File: config.mk
export PLATFORM = sky130hd
export DESIGN_NAME = game_top
export DESIGN_NICKNAME = d
export VERILOG_FILES = /design/src/verilog/game_pkg.sv /design/src/verilog/raster_if.sv /design/src/verilog/game_fsm.sv /design/src/verilog/draw_fsm.sv /design/src/verilog/raster_counter.sv /design/src/verilog/sprite_table.sv /design/src/verilog/frame_painter.sv /design/src/verilog/seg7_decoder.sv /design/src/verilog/game_top.sv
export VERILOG_INCLUDE_DIRS = /design/src /design/src/verilog
export SDC_FILE = /design/constraint.sdc
export NUM_CORES = 1
export LEC_CHECK = 0
export BUFFER_PORTS_ARGS = -buffer_cell sky130_fd_sc_hd__buf_2
export CAP_MARGIN = 20
export CORE_MARGIN = 1
export CORE_UTILIZATION = 42
export CTS_CLUSTER_SIZE = 12
export DETAILED_ROUTE_END_ITERATION = 8
export PLACE_DENSITY = 0.73
export SYNTH_ARGS = -nofsm -noshare
export SYNTH_HDL_FRONTEND = slang
export SYNTH_SLANG_ARGS = --single-unit
File: constraint.sdc
create_clock -name clk -period 3.3 [get_ports clk]
set_input_delay 0.66 -clock clk [delete_from_list [all_inputs] [get_ports clk]]
set_output_delay 0.66 -clock clk [all_outputs]
set_load 0.05 [all_outputs]
File: src/verilog/game_defs.svh
////////////////////////////////////////
// Game constants
// Screen, player and enemy sprite table
////////////////////////////////////////
`ifndef GAME_DEFS_SVH
`define GAME_DEFS_SVH

`define SCREEN_W 8'd160
`define SCREEN_H 7'd120

`define PLAYER_W 4'd3
`define PLAYER_COLOUR 3'd7

`define N_ENEMIES 3'd5

// Enemy start positions
`define ENEMY_X0 8'd80
`define ENEMY_Y0 7'd60
`define ENEMY_X1 8'd100
`define ENEMY_Y1 7'd50
`define ENEMY_X2 8'd30
`define ENEMY_Y2 7'd100
`define ENEMY_X3 8'd50
`define ENEMY_Y3 7'd100
`define ENEMY_X4 8'd80
`define ENEMY_Y4 7'd20

`define ENEMY_W0 4'd3
`define ENEMY_W1 4'd5
`define ENEMY_W2 4'd7
`define ENEMY_W3 4'd13
`define ENEMY_W4 4'd11

// Enemy k is drawn in colour k+1
`define ENEMY_C0 3'd1
`define ENEMY_C1 3'd2
`define ENEMY_C2 3'd3
`define ENEMY_C3 3'd4
`define ENEMY_C4 3'd5

// Bit k enables enemy k
`define LEVEL1_MASK 5'b00011
`define LEVEL2_MASK 5'b00111
`define LEVEL3_MASK 5'b11000
`define LEVEL4_MASK 5'b11111

`endif

File: src/verilog/game_pkg.sv
////////////////////////////////////////
// Game types
// Pixel fields and FSM state encodings
////////////////////////////////////////
package game_pkg;

    typedef logic [7:0] pix_x_t;
    typedef logic [6:0] pix_y_t;
    typedef logic [2:0] colour_t;

    // Sprite 0 is the player, 1 to 5 the enemies
    typedef logic [2:0] sprite_idx_t;

    typedef enum logic [2:0] {
        LEVEL_SELECT,
        LOAD_LEVEL,
        LEVEL_PAUSE,
        PLAY_START,
        PLAY,
        PAUSING,
        GAME_OVER
    } game_state_t;

    typedef enum logic [1:0] {
        IDLE,
        ERASE,
        DRAW,
        OVER
    } draw_state_t;

endpackage

File: src/verilog/raster_if.sv
////////////////////////////////////////
// Raster link
// Rectangle request and scan position
////////////////////////////////////////
`timescale 1ns/100ps

interface raster_if;
    import game_pkg::*;

    logic start;            // Load a new rectangle
    pix_x_t x0;
    pix_y_t y0;
    logic [7:0] side;       // Width, also height
    pix_x_t x;
    pix_y_t y;
    logic busy;
    logic last;             // Final pixel of the scan

    modport painter (output start, x0, y0, side, input x, y, busy, last);
    modport scanner (input start, x0, y0, side, output x, y, busy, last);

endinterface

File: src/verilog/game_fsm.sv
////////////////////////////////////////
// Game flow FSM
// Level select, play, pause, game over
////////////////////////////////////////
`timescale 1ns/100ps

module game_fsm (
    input  logic                 clk,
    input  logic                 resetn,
    input  logic                 go,
    input  logic                 player_hit,
    output game_pkg::game_state_t state,
    output logic                 level_start
);
    import game_pkg::*;

    game_state_t state_next;

    always_comb begin
        state_next = state;
        case (state)
            LEVEL_SELECT: if (go) state_next = LOAD_LEVEL;
            LOAD_LEVEL:   if (!go) state_next = LEVEL_PAUSE;
            LEVEL_PAUSE:  if (go) state_next = PLAY_START;
            PLAY_START:   if (!go) state_next = PLAY;
            PLAY: begin
                if (go)
                    state_next = PAUSING;
                else if (player_hit)
                    state_next = GAME_OVER;
            end
            PAUSING:      if (!go) state_next = LEVEL_PAUSE;
            GAME_OVER:    if (go) state_next = LOAD_LEVEL;
            default:      state_next = LEVEL_SELECT;
        endcase
    end

    always_ff @(posedge clk) begin
        if (!resetn) begin
            state <= LEVEL_SELECT;
            level_start <= 1'b0;
        end else begin
            state <= state_next;
            // High for the first cycle in LOAD_LEVEL only
            level_start <= (state_next == LOAD_LEVEL) && (state != LOAD_LEVEL);
        end
    end

endmodule

File: src/verilog/draw_fsm.sv
////////////////////////////////////////
// Drawing FSM
// Orders clear, sprite pass, game over
////////////////////////////////////////
`timescale 1ns/100ps

module draw_fsm (
    input  logic                  clk,
    input  logic                  resetn,
    input  logic                  level_start,
    input  logic                  redraw,
    input  game_pkg::game_state_t game_state,
    input  logic                  done,
    output game_pkg::draw_state_t draw_state
);
    import game_pkg::*;

    draw_state_t state_next;

    always_comb begin
        state_next = draw_state;
        case (draw_state)
            IDLE: begin
                if (level_start)
                    state_next = DRAW;      // Fresh level, screen already clear
                else if (game_state == GAME_OVER)
                    state_next = OVER;
                else if (redraw && game_state == PLAY)
                    state_next = ERASE;
            end
            ERASE: if (done) state_next = DRAW;
            DRAW:  if (done) state_next = IDLE;
            OVER:  if (level_start) state_next = ERASE;
            default: state_next = IDLE;
        endcase
    end

    always_ff @(posedge clk) begin
        if (!resetn)
            draw_state <= IDLE;
        else
            draw_state <= state_next;
    end

endmodule

File: src/verilog/raster_counter.sv
////////////////////////////////////////
// Raster scanner
// Walks a square row by row
////////////////////////////////////////
`timescale 1ns/100ps
`include "game_defs.svh"

module raster_counter (
    input logic      clk,
    input logic      resetn,
    raster_if.scanner ras
);
    import game_pkg::*;

    pix_x_t x_lo;
    pix_x_t x_hi;
    logic [7:0] y_hi;
    logic row_end;
    logic col_end;

    assign row_end = (ras.x == x_hi);
    // Rows also stop at the screen bottom, so a 160 wide square clears the screen
    assign col_end = ({1'b0, ras.y} == y_hi) || (ras.y == `SCREEN_H - 7'd1);
    assign ras.last = ras.busy && row_end && col_end;

    always_ff @(posedge clk) begin
        if (!resetn)
            ras.busy <= 1'b0;
        else if (ras.start)
            ras.busy <= 1'b1;
        else if (ras.last)
            ras.busy <= 1'b0;
    end

    always_ff @(posedge clk) begin
        if (ras.start) begin
            x_lo <= ras.x0;
            x_hi <= ras.x0 + ras.side - 8'd1;
            y_hi <= {1'b0, ras.y0} + ras.side - 8'd1;
            ras.x <= ras.x0;
            ras.y <= ras.y0;
        end else if (ras.busy && !ras.last) begin
            if (row_end) begin
                ras.x <= x_lo;              // Wrap to next row
                ras.y <= ras.y + 7'd1;
            end else begin
                ras.x <= ras.x + 8'd1;
            end
        end
    end

endmodule

File: src/verilog/sprite_table.sv
////////////////////////////////////////
// Sprite table
// Level mask and per-sprite geometry
////////////////////////////////////////
`timescale 1ns/100ps
`include "game_defs.svh"

module sprite_table (
    input  logic                  clk,
    input  logic [2:0]            level,
    input  logic                  level_select,
    input  game_pkg::pix_x_t      player_x,
    input  game_pkg::pix_y_t      player_y,
    input  game_pkg::sprite_idx_t idx,
    output game_pkg::pix_x_t      sx,
    output game_pkg::pix_y_t      sy,
    output logic [3:0]            side,
    output game_pkg::colour_t     colour,
    output logic                  enabled
);
    import game_pkg::*;

    logic [4:0] mask;

    always_ff @(posedge clk) begin
        if (level_select) begin
            case (level)
                3'd2:    mask <= `LEVEL2_MASK;
                3'd3:    mask <= `LEVEL3_MASK;
                3'd4:    mask <= `LEVEL4_MASK;
                default: mask <= `LEVEL1_MASK;
            endcase
        end
    end

    always_comb begin
        sx = '0;
        sy = '0;
        side = '0;
        colour = '0;
        enabled = 1'b0;
        case (idx)
            3'd0: begin
                sx = player_x;
                sy = player_y;
                side = `PLAYER_W;
                colour = `PLAYER_COLOUR;
                enabled = 1'b1;             // Player is always drawn
            end
            3'd1: begin
                sx = `ENEMY_X0;
                sy = `ENEMY_Y0;
                side = `ENEMY_W0;
                colour = `ENEMY_C0;
                enabled = mask[0];
            end
            3'd2: begin
                sx = `ENEMY_X1;
                sy = `ENEMY_Y1;
                side = `ENEMY_W1;
                colour = `ENEMY_C1;
                enabled = mask[1];
            end
            3'd3: begin
                sx = `ENEMY_X2;
                sy = `ENEMY_Y2;
                side = `ENEMY_W2;
                colour = `ENEMY_C2;
                enabled = mask[2];
            end
            3'd4: begin
                sx = `ENEMY_X3;
                sy = `ENEMY_Y3;
                side = `ENEMY_W3;
                colour = `ENEMY_C3;
                enabled = mask[3];
            end
            3'd5: begin
                sx = `ENEMY_X4;
                sy = `ENEMY_Y4;
                side = `ENEMY_W4;
                colour = `ENEMY_C4;
                enabled = mask[4];
            end
            default: ;
        endcase
    end

endmodule

File: src/verilog/frame_painter.sv
////////////////////////////////////////
// Frame painter
// Sequences sprite rasters into pixels
////////////////////////////////////////
`timescale 1ns/100ps
`include "game_defs.svh"

module frame_painter (
    input  logic                  clk,
    input  logic                  resetn,
    input  game_pkg::draw_state_t draw_state,
    output game_pkg::sprite_idx_t idx,
    input  game_pkg::pix_x_t      sx,
    input  game_pkg::pix_y_t      sy,
    input  logic [3:0]            side,
    input  game_pkg::colour_t     colour,
    input  logic                  enabled,
    raster_if.painter             ras,
    output game_pkg::pix_x_t      x,
    output game_pkg::pix_y_t      y,
    output game_pkg::colour_t     pix_colour,
    output logic                  plot,
    output logic                  done
);
    import game_pkg::*;

    draw_state_t prev_state;
    logic entry;
    logic walking;          // Stepping through the sprite list
    logic erasing;

    assign entry = (draw_state != prev_state);
    assign erasing = (draw_state == ERASE);

    // Erase is one full-width square from the origin
    assign ras.start = (entry && erasing) || (walking && !ras.busy && enabled);
    assign ras.x0 = erasing ? '0 : sx;
    assign ras.y0 = erasing ? '0 : sy;
    assign ras.side = erasing ? `SCREEN_W : {4'd0, side};

    always_ff @(posedge clk) begin
        if (!resetn) begin
            prev_state <= IDLE;
            walking <= 1'b0;
            idx <= '0;
            done <= 1'b0;
            plot <= 1'b0;
        end else begin
            prev_state <= draw_state;
            done <= 1'b0;
            plot <= ras.busy;
            if (entry) begin
                idx <= '0;
                walking <= (draw_state == DRAW);
            end else if (walking) begin
                if (ras.last) begin
                    idx <= idx + 3'd1;
                end else if (!ras.busy && !enabled) begin
                    if (idx == `N_ENEMIES + 3'd1) begin
                        walking <= 1'b0;
                        done <= 1'b1;
                    end else begin
                        idx <= idx + 3'd1;  // Skip disabled enemy
                    end
                end
            end else if (erasing && ras.last) begin
                done <= 1'b1;
            end
        end
    end

    always_ff @(posedge clk) begin
        x <= ras.x;
        y <= ras.y;
        pix_colour <= erasing ? '0 : colour;
    end

endmodule

File: src/verilog/seg7_decoder.sv
////////////////////////////////////////
// Seven-segment decoder
// Hex digit, active-low segments
////////////////////////////////////////
`timescale 1ns/100ps

module seg7_decoder (
    input  logic [3:0] digit,
    output logic [6:0] segments
);

    always_comb begin
        case (digit)
            4'h0: segments = 7'b1000000;
            4'h1: segments = 7'b1111001;
            4'h2: segments = 7'b0100100;
            4'h3: segments = 7'b0110000;
            4'h4: segments = 7'b0011001;
            4'h5: segments = 7'b0010010;
            4'h6: segments = 7'b0000010;
            4'h7: segments = 7'b1111000;
            4'h8: segments = 7'b0000000;
            4'h9: segments = 7'b0011000;
            4'ha: segments = 7'b0001000;
            4'hb: segments = 7'b0000011;
            4'hc: segments = 7'b1000110;
            4'hd: segments = 7'b0100001;
            4'he: segments = 7'b0000110;
            default: segments = 7'b0001110;
        endcase
    end

endmodule

File: src/verilog/game_top.sv
////////////////////////////////////////
// Game core top level
// FSMs, sprite painter, level display
////////////////////////////////////////
`timescale 1ns/100ps

module game_top (
    input  logic       clk,
    input  logic       resetn,
    input  logic       go,
    input  logic       redraw,
    input  logic       player_hit,
    input  logic [2:0] level,
    input  logic [7:0] player_x,
    input  logic [6:0] player_y,
    output logic [7:0] x,
    output logic [6:0] y,
    output logic [2:0] colour,
    output logic       plot,
    output logic       game_over,
    output logic [6:0] hex0
);
    import game_pkg::*;

    game_state_t game_state;
    draw_state_t draw_state;
    logic level_start;
    logic done;
    sprite_idx_t idx;
    pix_x_t sx;
    pix_y_t sy;
    logic [3:0] side;
    colour_t sprite_colour;
    logic enabled;

    raster_if ras ();

    assign game_over = (game_state == GAME_OVER);

    game_fsm u_game_fsm (
        .clk         (clk),
        .resetn      (resetn),
        .go          (go),
        .player_hit  (player_hit),
        .state       (game_state),
        .level_start (level_start)
    );

    draw_fsm u_draw_fsm (
        .clk         (clk),
        .resetn      (resetn),
        .level_start (level_start),
        .redraw      (redraw),
        .game_state  (game_state),
        .done        (done),
        .draw_state  (draw_state)
    );

    raster_counter u_raster (
        .clk    (clk),
        .resetn (resetn),
        .ras    (ras.scanner)
    );

    sprite_table u_sprites (
        .clk          (clk),
        .level        (level),
        .level_select (game_state == LEVEL_SELECT),   // Mask follows the switches here
        .player_x     (player_x),
        .player_y     (player_y),
        .idx          (idx),
        .sx           (sx),
        .sy           (sy),
        .side         (side),
        .colour       (sprite_colour),
        .enabled      (enabled)
    );

    frame_painter u_painter (
        .clk        (clk),
        .resetn     (resetn),
        .draw_state (draw_state),
        .idx        (idx),
        .sx         (sx),
        .sy         (sy),
        .side       (side),
        .colour     (sprite_colour),
        .enabled    (enabled),
        .ras        (ras.painter),
        .x          (x),
        .y          (y),
        .pix_colour (colour),
        .plot       (plot),
        .done       (done)
    );

    seg7_decoder u_hex0 (
        .digit    ({1'b0, level}),
        .segments (hex0)
    );

endmodule

* Word level (Yosys, flattened, before mapping)
Memory sizes are Yosys's and may differ from the RTL's. Cells that the tools add are included.
Storage, ports and cells: bits in registers 77, ROM bits 112, memories 1, output and inout bits 27, logic and storage cells 131, input bits 23
Operators by class: bitwise gates (word level) 1, add/sub/neg operators 7, reductions and logical operators 31, mux-type cells 44, equality and inequality tests 29
Memories:
- (no name shown) | words 16, bits a word 7, read ports 1, clocked after Yosys merged registers in 0, wr ports 0, line seg7_decoder.sv:13 | case (digit)
Operators by type and width (count):
- $mux W8 | 5
- $pmux W8 S5 | 1
- $pmux W7 S5 | 1
- $mux W7 | 4
- $mux W3 | 9
- $eq A3 B3 Y1 const B | 7
- $pmux W4 S5 | 1
- $eq A3 B2 Y1 const B | 6
- $pmux W3 S6 | 1
- $sub A8 B1 Y8 const B | 2
- $pmux W3 S5 | 1
- $pmux W5 S3 | 1
- $mux W1 | 12
- $mux W2 | 6
- $reduce_or A2 Y1 | 6
- $logic_and A1 B1 Y1 | 10
- $eq A3 B1 Y1 const B | 3
- $add A7 B8 Y8 | 1
- $add A8 B1 Y8 const B | 1
- $add A8 B8 Y8 | 1
- $eq A7 B8 Y1 | 1
- $eq A8 B8 Y1 | 1
- $pmux W2 S4 | 1
- $reduce_bool A2 Y1 | 4
- 19 further kinds | 26

* Longest topological paths before layout
Gate-level depths: netlist of run 1.
word-level depth 8, mapped depth 18, gate-level depth less buffers 17

* Modules after synthesis
From an unflattened synthesis of run 1, not the netlist that was laid out.
Second synthesis, totals: cells, all modules 490, area, all modules 4710.8 um^2
Modules (own cells, without submodules):
- raster_counter | area each 2750.1 um^2, instances 1, cells an instance 266, sequential area each 1191.1 um^2
- frame_painter | area each 944.7 um^2, instances 1, cells an instance 91, sequential area each 520.5 um^2
- sprite_table | area each 441.7 um^2, instances 1, cells an instance 64, sequential area each 90.1 um^2
- seg7_decoder | area each 259.0 um^2, instances 1, cells an instance 35, sequential area each 0.0 um^2
- game_fsm | area each 178.9 um^2, instances 1, cells an instance 17, sequential area each 80.1 um^2
- draw_fsm | area each 118.9 um^2, instances 1, cells an instance 14, sequential area each 40.0 um^2
- game_top | area each 17.5 um^2, instances 1, cells an instance 3, sequential area each 0.0 um^2

* Worst setup path after synthesis of run 1
Ideal clock, no wire load.
kind reg-to-reg, from register u_painter.idx[0], to register u_raster.x_hi[7] (data pin), library setup time 0.258 ns, required time 3.042 ns, stages on the path, launching flop included 19, setup slack 0.136 ns, buffers on the path 1, data arrival time 2.907 ns, period minus slack after synthesis 3.164 ns, cell sequence dfxtp_1 > inv_1 > ha_1 > buf_2 > nor2b_1 > nor2_1 > a21oi_2 > nand2_1 > ha_1 > inv_1 > ha_1 > inv_1 > fa_1 > nor2b_1 > o21ai_0 > a21boi_0 > o21a_1 > nor2_1 > xnor2_1
On the way: cells in the longest elaborated chain, start to end 6, elaborated cells on any way between the ends 14, those cells by class 2 x add/sub; 5 x eq/ne; 4 x mux; 3 x reduce/logical
RTL lines:
- from (decl) | line frame_painter.sv:12 | output game_pkg::sprite_idx_t idx,
- from (signal assigned) | line frame_painter.sv:57 | idx <= idx + 3'd1;
- from (signal assigned) | line frame_painter.sv:63 | idx <= idx + 3'd1;
- $eq A3 B1 Y1 (tied with other cells) | line sprite_table.sv:42 | case (idx)
- $reduce_or A2 Y1 (no source line)
- $pmux W8 S5 or $pmux W4 S5 (tied branches) | line sprite_table.sv:42
- $mux W8 (on tied branches) | line frame_painter.sv:37, frame_painter.sv:39
- $add A8 B8 Y8 * | line raster_counter.sv:38 | x_hi <= ras.x0 + ras.side - 8'd1;
- $sub A8 B1 Y8 * | line raster_counter.sv:38
- to (signal assigned) | line raster_counter.sv:38
- to (decl) | line raster_counter.sv:16 | pix_x_t x_hi;
Every way passes the cells marked *; elsewhere a longest branch is shown, timed or not. A chain may end at the register's enable or synchronous reset.

* Worst setup path after layout of run 1
from register u_painter.idx[0], to register u_raster.y_hi[7] (data pin)
On the way: cells in the longest elaborated chain, start to end 6, elaborated cells on any way between the ends 14, those cells by class 2 x add/sub; 5 x eq/ne; 4 x mux; 3 x reduce/logical
RTL lines:
- $eq A3 B2 Y1 (tied with other cells) | line sprite_table.sv:42
- $reduce_or A2 Y1 (no source line)
- $pmux W7 S5 or $pmux W4 S5 (tied branches) | line sprite_table.sv:42
- $mux W7 or $mux W8 (tied branches) | line frame_painter.sv:38, frame_painter.sv:39
- $add A7 B8 Y8 * | line raster_counter.sv:39 | y_hi <= {1'b0, ras.y0} + ras.side - 8'd1;
- $sub A8 B1 Y8 * | line raster_counter.sv:39
- to (signal assigned) | line raster_counter.sv:39
- to (decl) | line raster_counter.sv:17 | logic [7:0] y_hi;
Marked as above.

==> metrics.md, run 1 <==
| Metric | Value |
|---|---|
| Register area | `1920 µm²` |
| RSZ-0062 raised after global routing | `no` |
| Mapped Cells | `442` |
| CTS max path bufs | `2` |
| Share of cells above drive strength 1 | `20.4%` |
| Clk sinks | `75` |
| R2R setup slack | `0.15 ns` |
| Die ar. | `10600 µm²` |
| Yosys warns | `0` |
| Leakage | `0.00216 µW` |
| Root buffer cell | `clkbuf_8` |
| Later-pin clock latency in the skew report | `0.35 ns` |
| Synthesized Nets | `501` |
| Initial antenna violation count | `0` |
| Yosys reg bits | `75` |
| Worst vdd ir | `0.234 mV` |
| Largest net degree at the start of global routing | `25` |
| Fillcell total | `943` |
| Synth Flop Type | `edfxtp_1` |
| Comb power frac | `23.3%` |
| Via count | `3217` |
| Synthesized cell area | `4280 µm²` |
| CP Data Arrival Time | `3.25 ns` |
| Hold-fix buffers, CTS | `0` |
| Synth unique cells | `51` |
| Worst Reg-to-Reg Cells | `14` |
| Detailed Routing Iterations Pass 1 | `5` |
| Vias in the first global route | `3017` |
| Post-DP HPWL | `6670 µm` |
| Worst slew margin | `52.3%` |
| Area of the core | `9820 µm²` |
| Via-to-Cell Ratio | `5.04` |
| Crit end category | `flop` |
| Power consumption | `2410 µW` |
| Drt drc | `0` |
| CTS tree | `done` |
| Post-synth top area share | `29.5%` |
| Post-synth ARST share | `0%` |
| Max Clk Rate | `0.317 GHz` |
| Number of diodes | `0` |
| Syn_area_per_cell | `9.69 µm²` |
| CP Max Fanout | `10` |
| Power Density | `488 nW/µm²` |
| Beginning of the critical path | `u_painter.idx[0]$_SDFFE_PP0P_` |
| I/O pin total | `50` |
| Setup violations, final | `0` |
| Crit share post-route | `95.5%` |
| Initial core utilization | `43.6%` |
| Chip Width | `103 µm` |
| Placer Congestion | `0.953` |
| Area leader, netlist | `edfxtp_1` |
| Area growth syn-to-layout | `15.3%` |
| Sequential share of power | `49.3%` |
| Seq/Total Area, Yosys | `44.9%` |
| Die height | `103 µm` |
| MaxCap Viol Count | `0` |
| Minimum clock period | `3.15 ns` |
| DRT iter0 DRCs | `174` |
| Grt ovf | `0` |
| Final Skew | `0.0108 ns` |
| Crit path capture | `u_raster.y_hi[7]$_DFFE_PP_` |
| First-pass GRT wire length | `14400 µm` |
| Switch share | `33.4%` |
| Cell area after layout | `4930 µm²` |
| Final WL | `8820 µm` |
| R2R Path End | `u_raster.y_hi[7]$_DFFE_PP_` |
| Gr usage total | `17.8%` |
| Critical path class | `reg2reg` |
| Status | `finished, final reports clean` |
| Num CTS Buffers | `9` |
| Worst-path clk slew | `0.08 ns` |
| Req. time, crit path | `3.40 ns` |
| Post-synth EDFFs | `42` |
| Slew at the pin closest to its max-slew limit | `0.712 ns` |
| FP Rows | `36` |
| WL/cell | `13.8 µm` |
| Fin. max-slew vios | `0` |
| Critical R2R Launch | `u_painter.idx[0]$_SDFFE_PP0P_` |
| Fin. Hold Viols | `0` |
| TNS Setup | `0 ns` |
| Internal power | `1600 µW` |
| Routed Antenna Nets | `0` |
| Nets | `559` |
| Placed Area | `4730 µm²` |
| Port Buffers | `49` |
| Hold crit path type | `reg2reg` |
| Synth top area cells | `edfxtp_1 29%, dfxtp_1 15%, ha_1 9.9%, xor2_1 4.9%, inv_1 4.0%` |
| Multi-input logic area | `2130 µm²` |
| P_sw | `803 µW` |
| Crit start category | `flop` |
| H-tree depth | `3` |
| Part of the power in the clock network | `27.4%` |
stage by stage:
stage               util, %  setup slack, ns  cells  hold WS [ns]
finish                 50.3            0.147    638         0.453
global route           50.3           0.0273    638         0.474
CTS                    50.0           0.0165    637         0.463
detailed placement     48.2           0.0298    621         0.443
global placement       48.2            0.192    621         0.437
floorplan                 -            0.136    442         0.409
cells by family after synthesis:
logic type / count (synthesis) / share of synthesized area [%]
compound gates: 83 / 12.1
xor+xnor: 38 / 7.77
fa+ha+maj: 36 / 10.9
buf+inv: 63 / 5.82
flops: 75 / 44.9
mux: 11 / 2.60
simple gates: 136 / 16.0
metal layers:
| metal | up-vias | track usage, % | wire length [µm] |
|---|---|---|---|
| met4 | 0 | 5.96 | 124 |
| met3 | 9 | 4.20 | 460 |
| li1 | 1636 | - | - |
| met2 | 82 | 30.4 | 4270 |
| met5 | - | 0 | 0 |
| met1 | 1490 | 22.2 | 3960 |
critical path: stages (launching register included):
cell and delay, ns:
dfxtp_2 0.36, inv_2 0.10, ha_1 0.17, buf_4 0.16, a21oi_1 0.05, or3_1 0.37, ha_1 0.30, inv_1 0.04
ha_1 0.22, fa_1 0.41, a21o_1 0.19, a21oi_2 0.17, o21bai_1 0.08, a21oi_1 0.19, xor2_1 0.08
cells in the mapped netlist (6+ instances only):
| cell type | number |
|---|---|
| nor3_1 | 6 |
| and2_1 | 9 |
| clkbuf_1 | 8 |
| nand2_1 | 39 |
| dfxtp_1 | 33 |
| and3_1 | 6 |
| nand3_1 | 12 |
| inv_1 | 46 |
| a21oi_1 | 24 |
| xnor2_1 | 14 |
| nor2b_1 | 11 |
| buf_2 | 7 |
| xor2_1 | 24 |
| ha_1 | 34 |
| edfxtp_1 | 42 |
| mux2i_1 | 10 |
| o21ai_0 | 23 |
| nor2_1 | 29 |
layout by cell type, fill, tap and decap left out, drive strengths merged, types with 11 or more instances in the layout:
cell type  count
ha            34
dfxtp         33
a21oi         27
xor2          24
nor2b         11
xnor2         14
edfxtp        42
nand3         12
o21ai         27
nor2          29
buf           64
inv           51
nand2         40
power groups by stage:
stage          Sequential (µW)  Clock, µW  Combinational (µW)
2_1_floorplan             1280          0                 342
6_report                  1190        659                 561
5_1_grt                   1200        717                 620
3_5_place_dp              1210          0                 555
4_1_cts                   1190        676                 560
3_3_place_gp              1200          0                 542
worst min path at each step:
stage                                 from                endpoint  depth (start not counted)
2_1_floorplan  u_raster.ras.x[7]$_DFFE_PP_  u_painter.x[7]$_DFF_P_                          0
3_3_place_gp   u_raster.ras.x[7]$_DFFE_PP_  u_painter.x[7]$_DFF_P_                          0
3_5_place_dp   u_raster.ras.x[7]$_DFFE_PP_  u_painter.x[7]$_DFF_P_                          0
4_1_cts        u_raster.ras.x[7]$_DFFE_PP_  u_painter.x[7]$_DFF_P_                          0
5_1_grt        u_raster.ras.y[5]$_DFFE_PP_  u_painter.y[5]$_DFF_P_                          0
6_report       u_raster.ras.x[7]$_DFFE_PP_  u_painter.x[7]$_DFF_P_                          0
what timing repair did:
action | 4_1_cts | 5_1_grt
setup buffers | 0 | 1
setup endpoints to repair | 0 | 4
resized for setup | 0 | 11
cell type report:
class                           instances  area share [%]
Inverter                               46            3.50
Clock buffer                            9            2.51
Clock inverter                          7            1.12
Sequential cell                        75            39.0
Tap cell                              133            3.37
Multi-Input combinational cell        304            43.3
Timing Repair Buffer                   64            7.25
flip-flops by register name, summed over array words and instances, names as in the netlist, 2 cells and up:
signal	count
u_painter.y	7
u_sprites.mask	3
u_raster.x_lo	8
u_painter.pix_colour	3
u_game_fsm.state	3
u_raster.x_hi	8
u_painter.idx	3
u_raster.ras.y	7
u_painter.prev_state	2
u_draw_fsm.draw_state	2
u_raster.y_hi	8
u_raster.ras.x	8
u_painter.x	8
(Power assumes the default switching activity.)
==> inputs of run 2 (changes only) <==
--- a/config.mk
+++ b/config.mk
@@ -15,4 +15,5 @@
 export PLACE_DENSITY = 0.73
 export SYNTH_ARGS = -nofsm -noshare
 export SYNTH_HDL_FRONTEND = slang
+export SYNTH_HIERARCHICAL = 1
 export SYNTH_SLANG_ARGS = --single-unit
==> run 2 against run 1 <==
Effect of this change: via count rose by 12%; maximum frequency rose by 1.9%; clock-buffer cell count rose by 1; largest power group unchanged.
==> metrics.md, run 2 <==
| Metric | Value |
|---|---|
| Later-pin clock latency in the skew report | `0.36 ns (about the same)` |
| Commonest non-fill, non-tap cell in the layout | `inv_1` |
| Slew at the pin closest to its max-slew limit | `0.516 ns (-0.196 ns)` |
| CTS max path bufs | `2 (unchanged)` |
| Hold-fix buffers, CTS | `0 (unchanged)` |
| Critical path class | `reg2reg` |
| Worst hold slack | `0.474 ns (+0.0201 ns)` |
| Root buffer cell | `clkbuf_8` |
| Vias in the first global route | `3509 (+16%)` |
| WL/cell | `14.7 µm (+6.0%)` |
| Synth top cells by count | `62 x inv_1, 42 x edfxtp_1, 36 x ha_1, 36 x nor2_1, 33 x dfxtp_1` |
| Mapped Cells | `490 (+11%)` |
| Via-to-Cell Ratio | `5.23 (+3.8%)` |
| Die height | `108 µm (+4.8%)` |
| Via count | `3589 (+12%)` |
| Power Density | `502 nW/µm² (+3.0%)` |
| Final Skew | `0.00824 ns (-0.00255 ns)` |
| CP Data Arrival Time | `3.19 ns (-0.06 ns)` |
| Die ar. | `11600 µm² (+9.8%)` |
| Status | `finished, final reports clean` |
| Nets | `602 (+7.7%)` |
| Hold crit path type | `reg2reg` |
| Synth top area cells | `edfxtp_1 27%, dfxtp_1 14%, ha_1 9.6%, inv_1 4.9%, xnor2_1 4.1%` |
| Placed Area | `5070 µm² (+7.1%)` |
| Grt ovf | `0 (unchanged)` |
| Clk sinks | `75 (unchanged)` |
| Setup Buffers After CTS | `0 (unchanged)` |
| Crit share post-route | `93.7% (-1.8 points)` |
| Yosys reg bits | `75 (unchanged)` |
| Post-route setup slack | `0.206 ns (+0.0592 ns)` |
| Worst-path clk slew | `0.09 ns (about the same)` |
| Post-synth top area share | `26.8% (-2.7 points)` |
| First-pass GRT wire length | `16500 µm (+15%)` |
| Area of the core | `10900 µm² (+11%)` |
| Max Clk Rate | `0.323 GHz (+1.9%)` |
| Final core occ | `48.5% (-1.7 points)` |
| Fin. max-slew vios | `0 (unchanged)` |
| Syn_area_per_cell | `9.61 µm² (-0.75%)` |
| Number of diodes | `0 (unchanged)` |
| R2R setup slack | `0.21 ns (+0.06 ns)` |
| Synth Flop Type | `edfxtp_1` |
| Detailed Routing Iterations Pass 1 | `4 (-1)` |
| Synth unique cells | `72 (+41%)` |
| Initial core utilization | `43.3% (-0.34 points)` |
| Largest net degree at the start of global routing | `24 (-4.0%)` |
| Cell area after layout | `5280 µm² (+7.0%)` |
| Gr usage total | `18.5% (+0.68 points)` |
| Port Buffers | `49 (unchanged)` |
| Post-place setup slack | `0.176 ns (+0.147 ns)` |
| Initial antenna violation count | `0 (unchanged)` |
| Crit end category | `flop` |
| Synthesized cell area | `4710 µm² (+10%)` |
| CTS tree | `done` |
| MaxCap Viol Count | `0 (unchanged)` |
| H-tree depth | `3 (unchanged)` |
| TNS Setup | `0 ns (unchanged)` |
| Post-synth EDFFs | `42 (unchanged)` |
| CP Max Fanout | `8 (-2)` |
| Post-DP HPWL | `7650 µm (+15%)` |
| Final WL | `10100 µm (+14%)` |
| Chip Width | `108 µm (+4.8%)` |
| FP Rows | `38 (+5.6%)` |
| DRT iter0 DRCs | `249 (+43%)` |
| Yosys warns | `6 (+6)` |
| Most frequent cells in the layout | `62 x inv_1, 49 x buf_2, 42 x edfxtp_1, 36 x nor2_1, 36 x ha_1` |
| Crit start category | `flop` |
| Placer Congestion | `0.817 (-14%)` |
| I/O pin total | `50 (unchanged)` |
| Leakage | `0.00222 µW (+2.7%)` |
| Area growth syn-to-layout | `12.1%` |
| Drt drc | `0 (unchanged)` |
| Share of cells above drive strength 1 | `17.8% (-2.6 points)` |
| Fin. Hold Viols | `0 (unchanged)` |
| RSZ-0062 raised after global routing | `no` |
| Post-synth ARST share | `0% (unchanged)` |
| Seq/Total Area, Yosys | `40.8% (-4.1 points)` |
| Num CTS Buffers | `9 (unchanged)` |
| Minimum clock period | `3.09 ns (-0.0592 ns)` |
| Area leader, netlist | `edfxtp_1` |
| Top-count cell post-synth | `inv_1` |
| Worst slew margin | `65.5% (+13 points)` |
| Req. time, crit path | `3.40 ns (about the same)` |
| Setup violations, final | `0 (unchanged)` |
| Worst vdd ir | `0.294 mV (+26%)` |
| Routed Antenna Nets | `0 (unchanged)` |
==> run 2: cell count changes in the layout (fill, tap and decap cells not counted), moves of 8 or more <==
| cell | previous run | this run |
|---|---|---|
| and2_1 | 9 | 30 |
| inv_1 | 45 | 62 |
| buf_4 | 15 | 7 |
| nand2_1 | 39 | 27 |
| o21ai_0 | 22 | 14 |
| nor2_1 | 28 | 36 |
| xnor2_1 | 14 | 22 |
==> run 2: area by class of cell <==
class / instances / area, µm²
timing repair buffer: 56 / 298
fill: 1028 / 5610
multi-input combinational: 336 / 2440
clock inverter: 6 / 71.3
clock buffer: 10 / 138
tap: 140 / 175
inverter: 63 / 236
sequential: 75 / 1920
==> run 2: worst max-delay path, cell delays in order (launching register included) <==
cell and delay [ns]:
dfxtp_1 0.50, nand2_1 0.14, a21oi_1 0.19, and2_1 0.14
inv_1 0.08, ha_1 0.28, inv_1 0.04, ha_1 0.21
fa_1 0.40, a21oi_1 0.14, o21bai_1 0.12, a2111oi_0 0.48
nor3_1 0.11
==> run 2: through the flow <==
step | instances | total power (µW)
global placement | 670 | 1890
global route | 686 | 2800
detailed placement | 670 | 1910
CTS | 686 | 2660
finish | 686 | 2650
floorplan | 495 | 1750
==> run 2: cell families after synthesis <==
logic type,Yosys count,synth area share [%]
multiplexers,12,2.68
AO/OA/AOI/OAI,84,12.7
adder cells (fa/ha/maj),38,10.4
flip-flops,75,40.8
other,2,0.159
buffers and inverters,84,8.18
AND/OR/NAND/NOR,156,17.8
XOR/XNOR,39,7.25
==> run 2: what timing repair did <==
action	CTS	global route
setup endpoints to repair	0	2
resized for setup	0	3
hold endpoints to repair	0	0
==> run 2: final timing paths <==
check	from	end	cells past startpoint
worst max-delay path	u_painter/idx[0]$_SDFFE_PP0P_	u_raster/y_hi[7]$_DFFE_PP_	12
worst max register to register	u_painter/idx[0]$_SDFFE_PP0P_	u_raster/y_hi[7]$_DFFE_PP_	12
worst min register to register	u_raster/ras.y[1]$_DFFE_PP_	u_painter/y[1]$_DFF_P_	0
worst min-delay path	u_raster/ras.y[1]$_DFFE_PP_	u_painter/y[1]$_DFF_P_	0
==> run 2: report_power, final <==
part	switching [µW]	internal, µW
sequential	82.4	1140
clock	376	376
combinational	435	247
==> run 2: per-layer routing <==
metal | GRT usage, % | wire length (µm) | vias to the layer above
li1 | - | - | 1783
met1 | 21.9 | 4310 | 1697
met2 | 32.8 | 5100 | 93
met3 | 3.63 | 477 | 16
met4 | 7.44 | 161 | 0
met5 | 0 | 0 | -
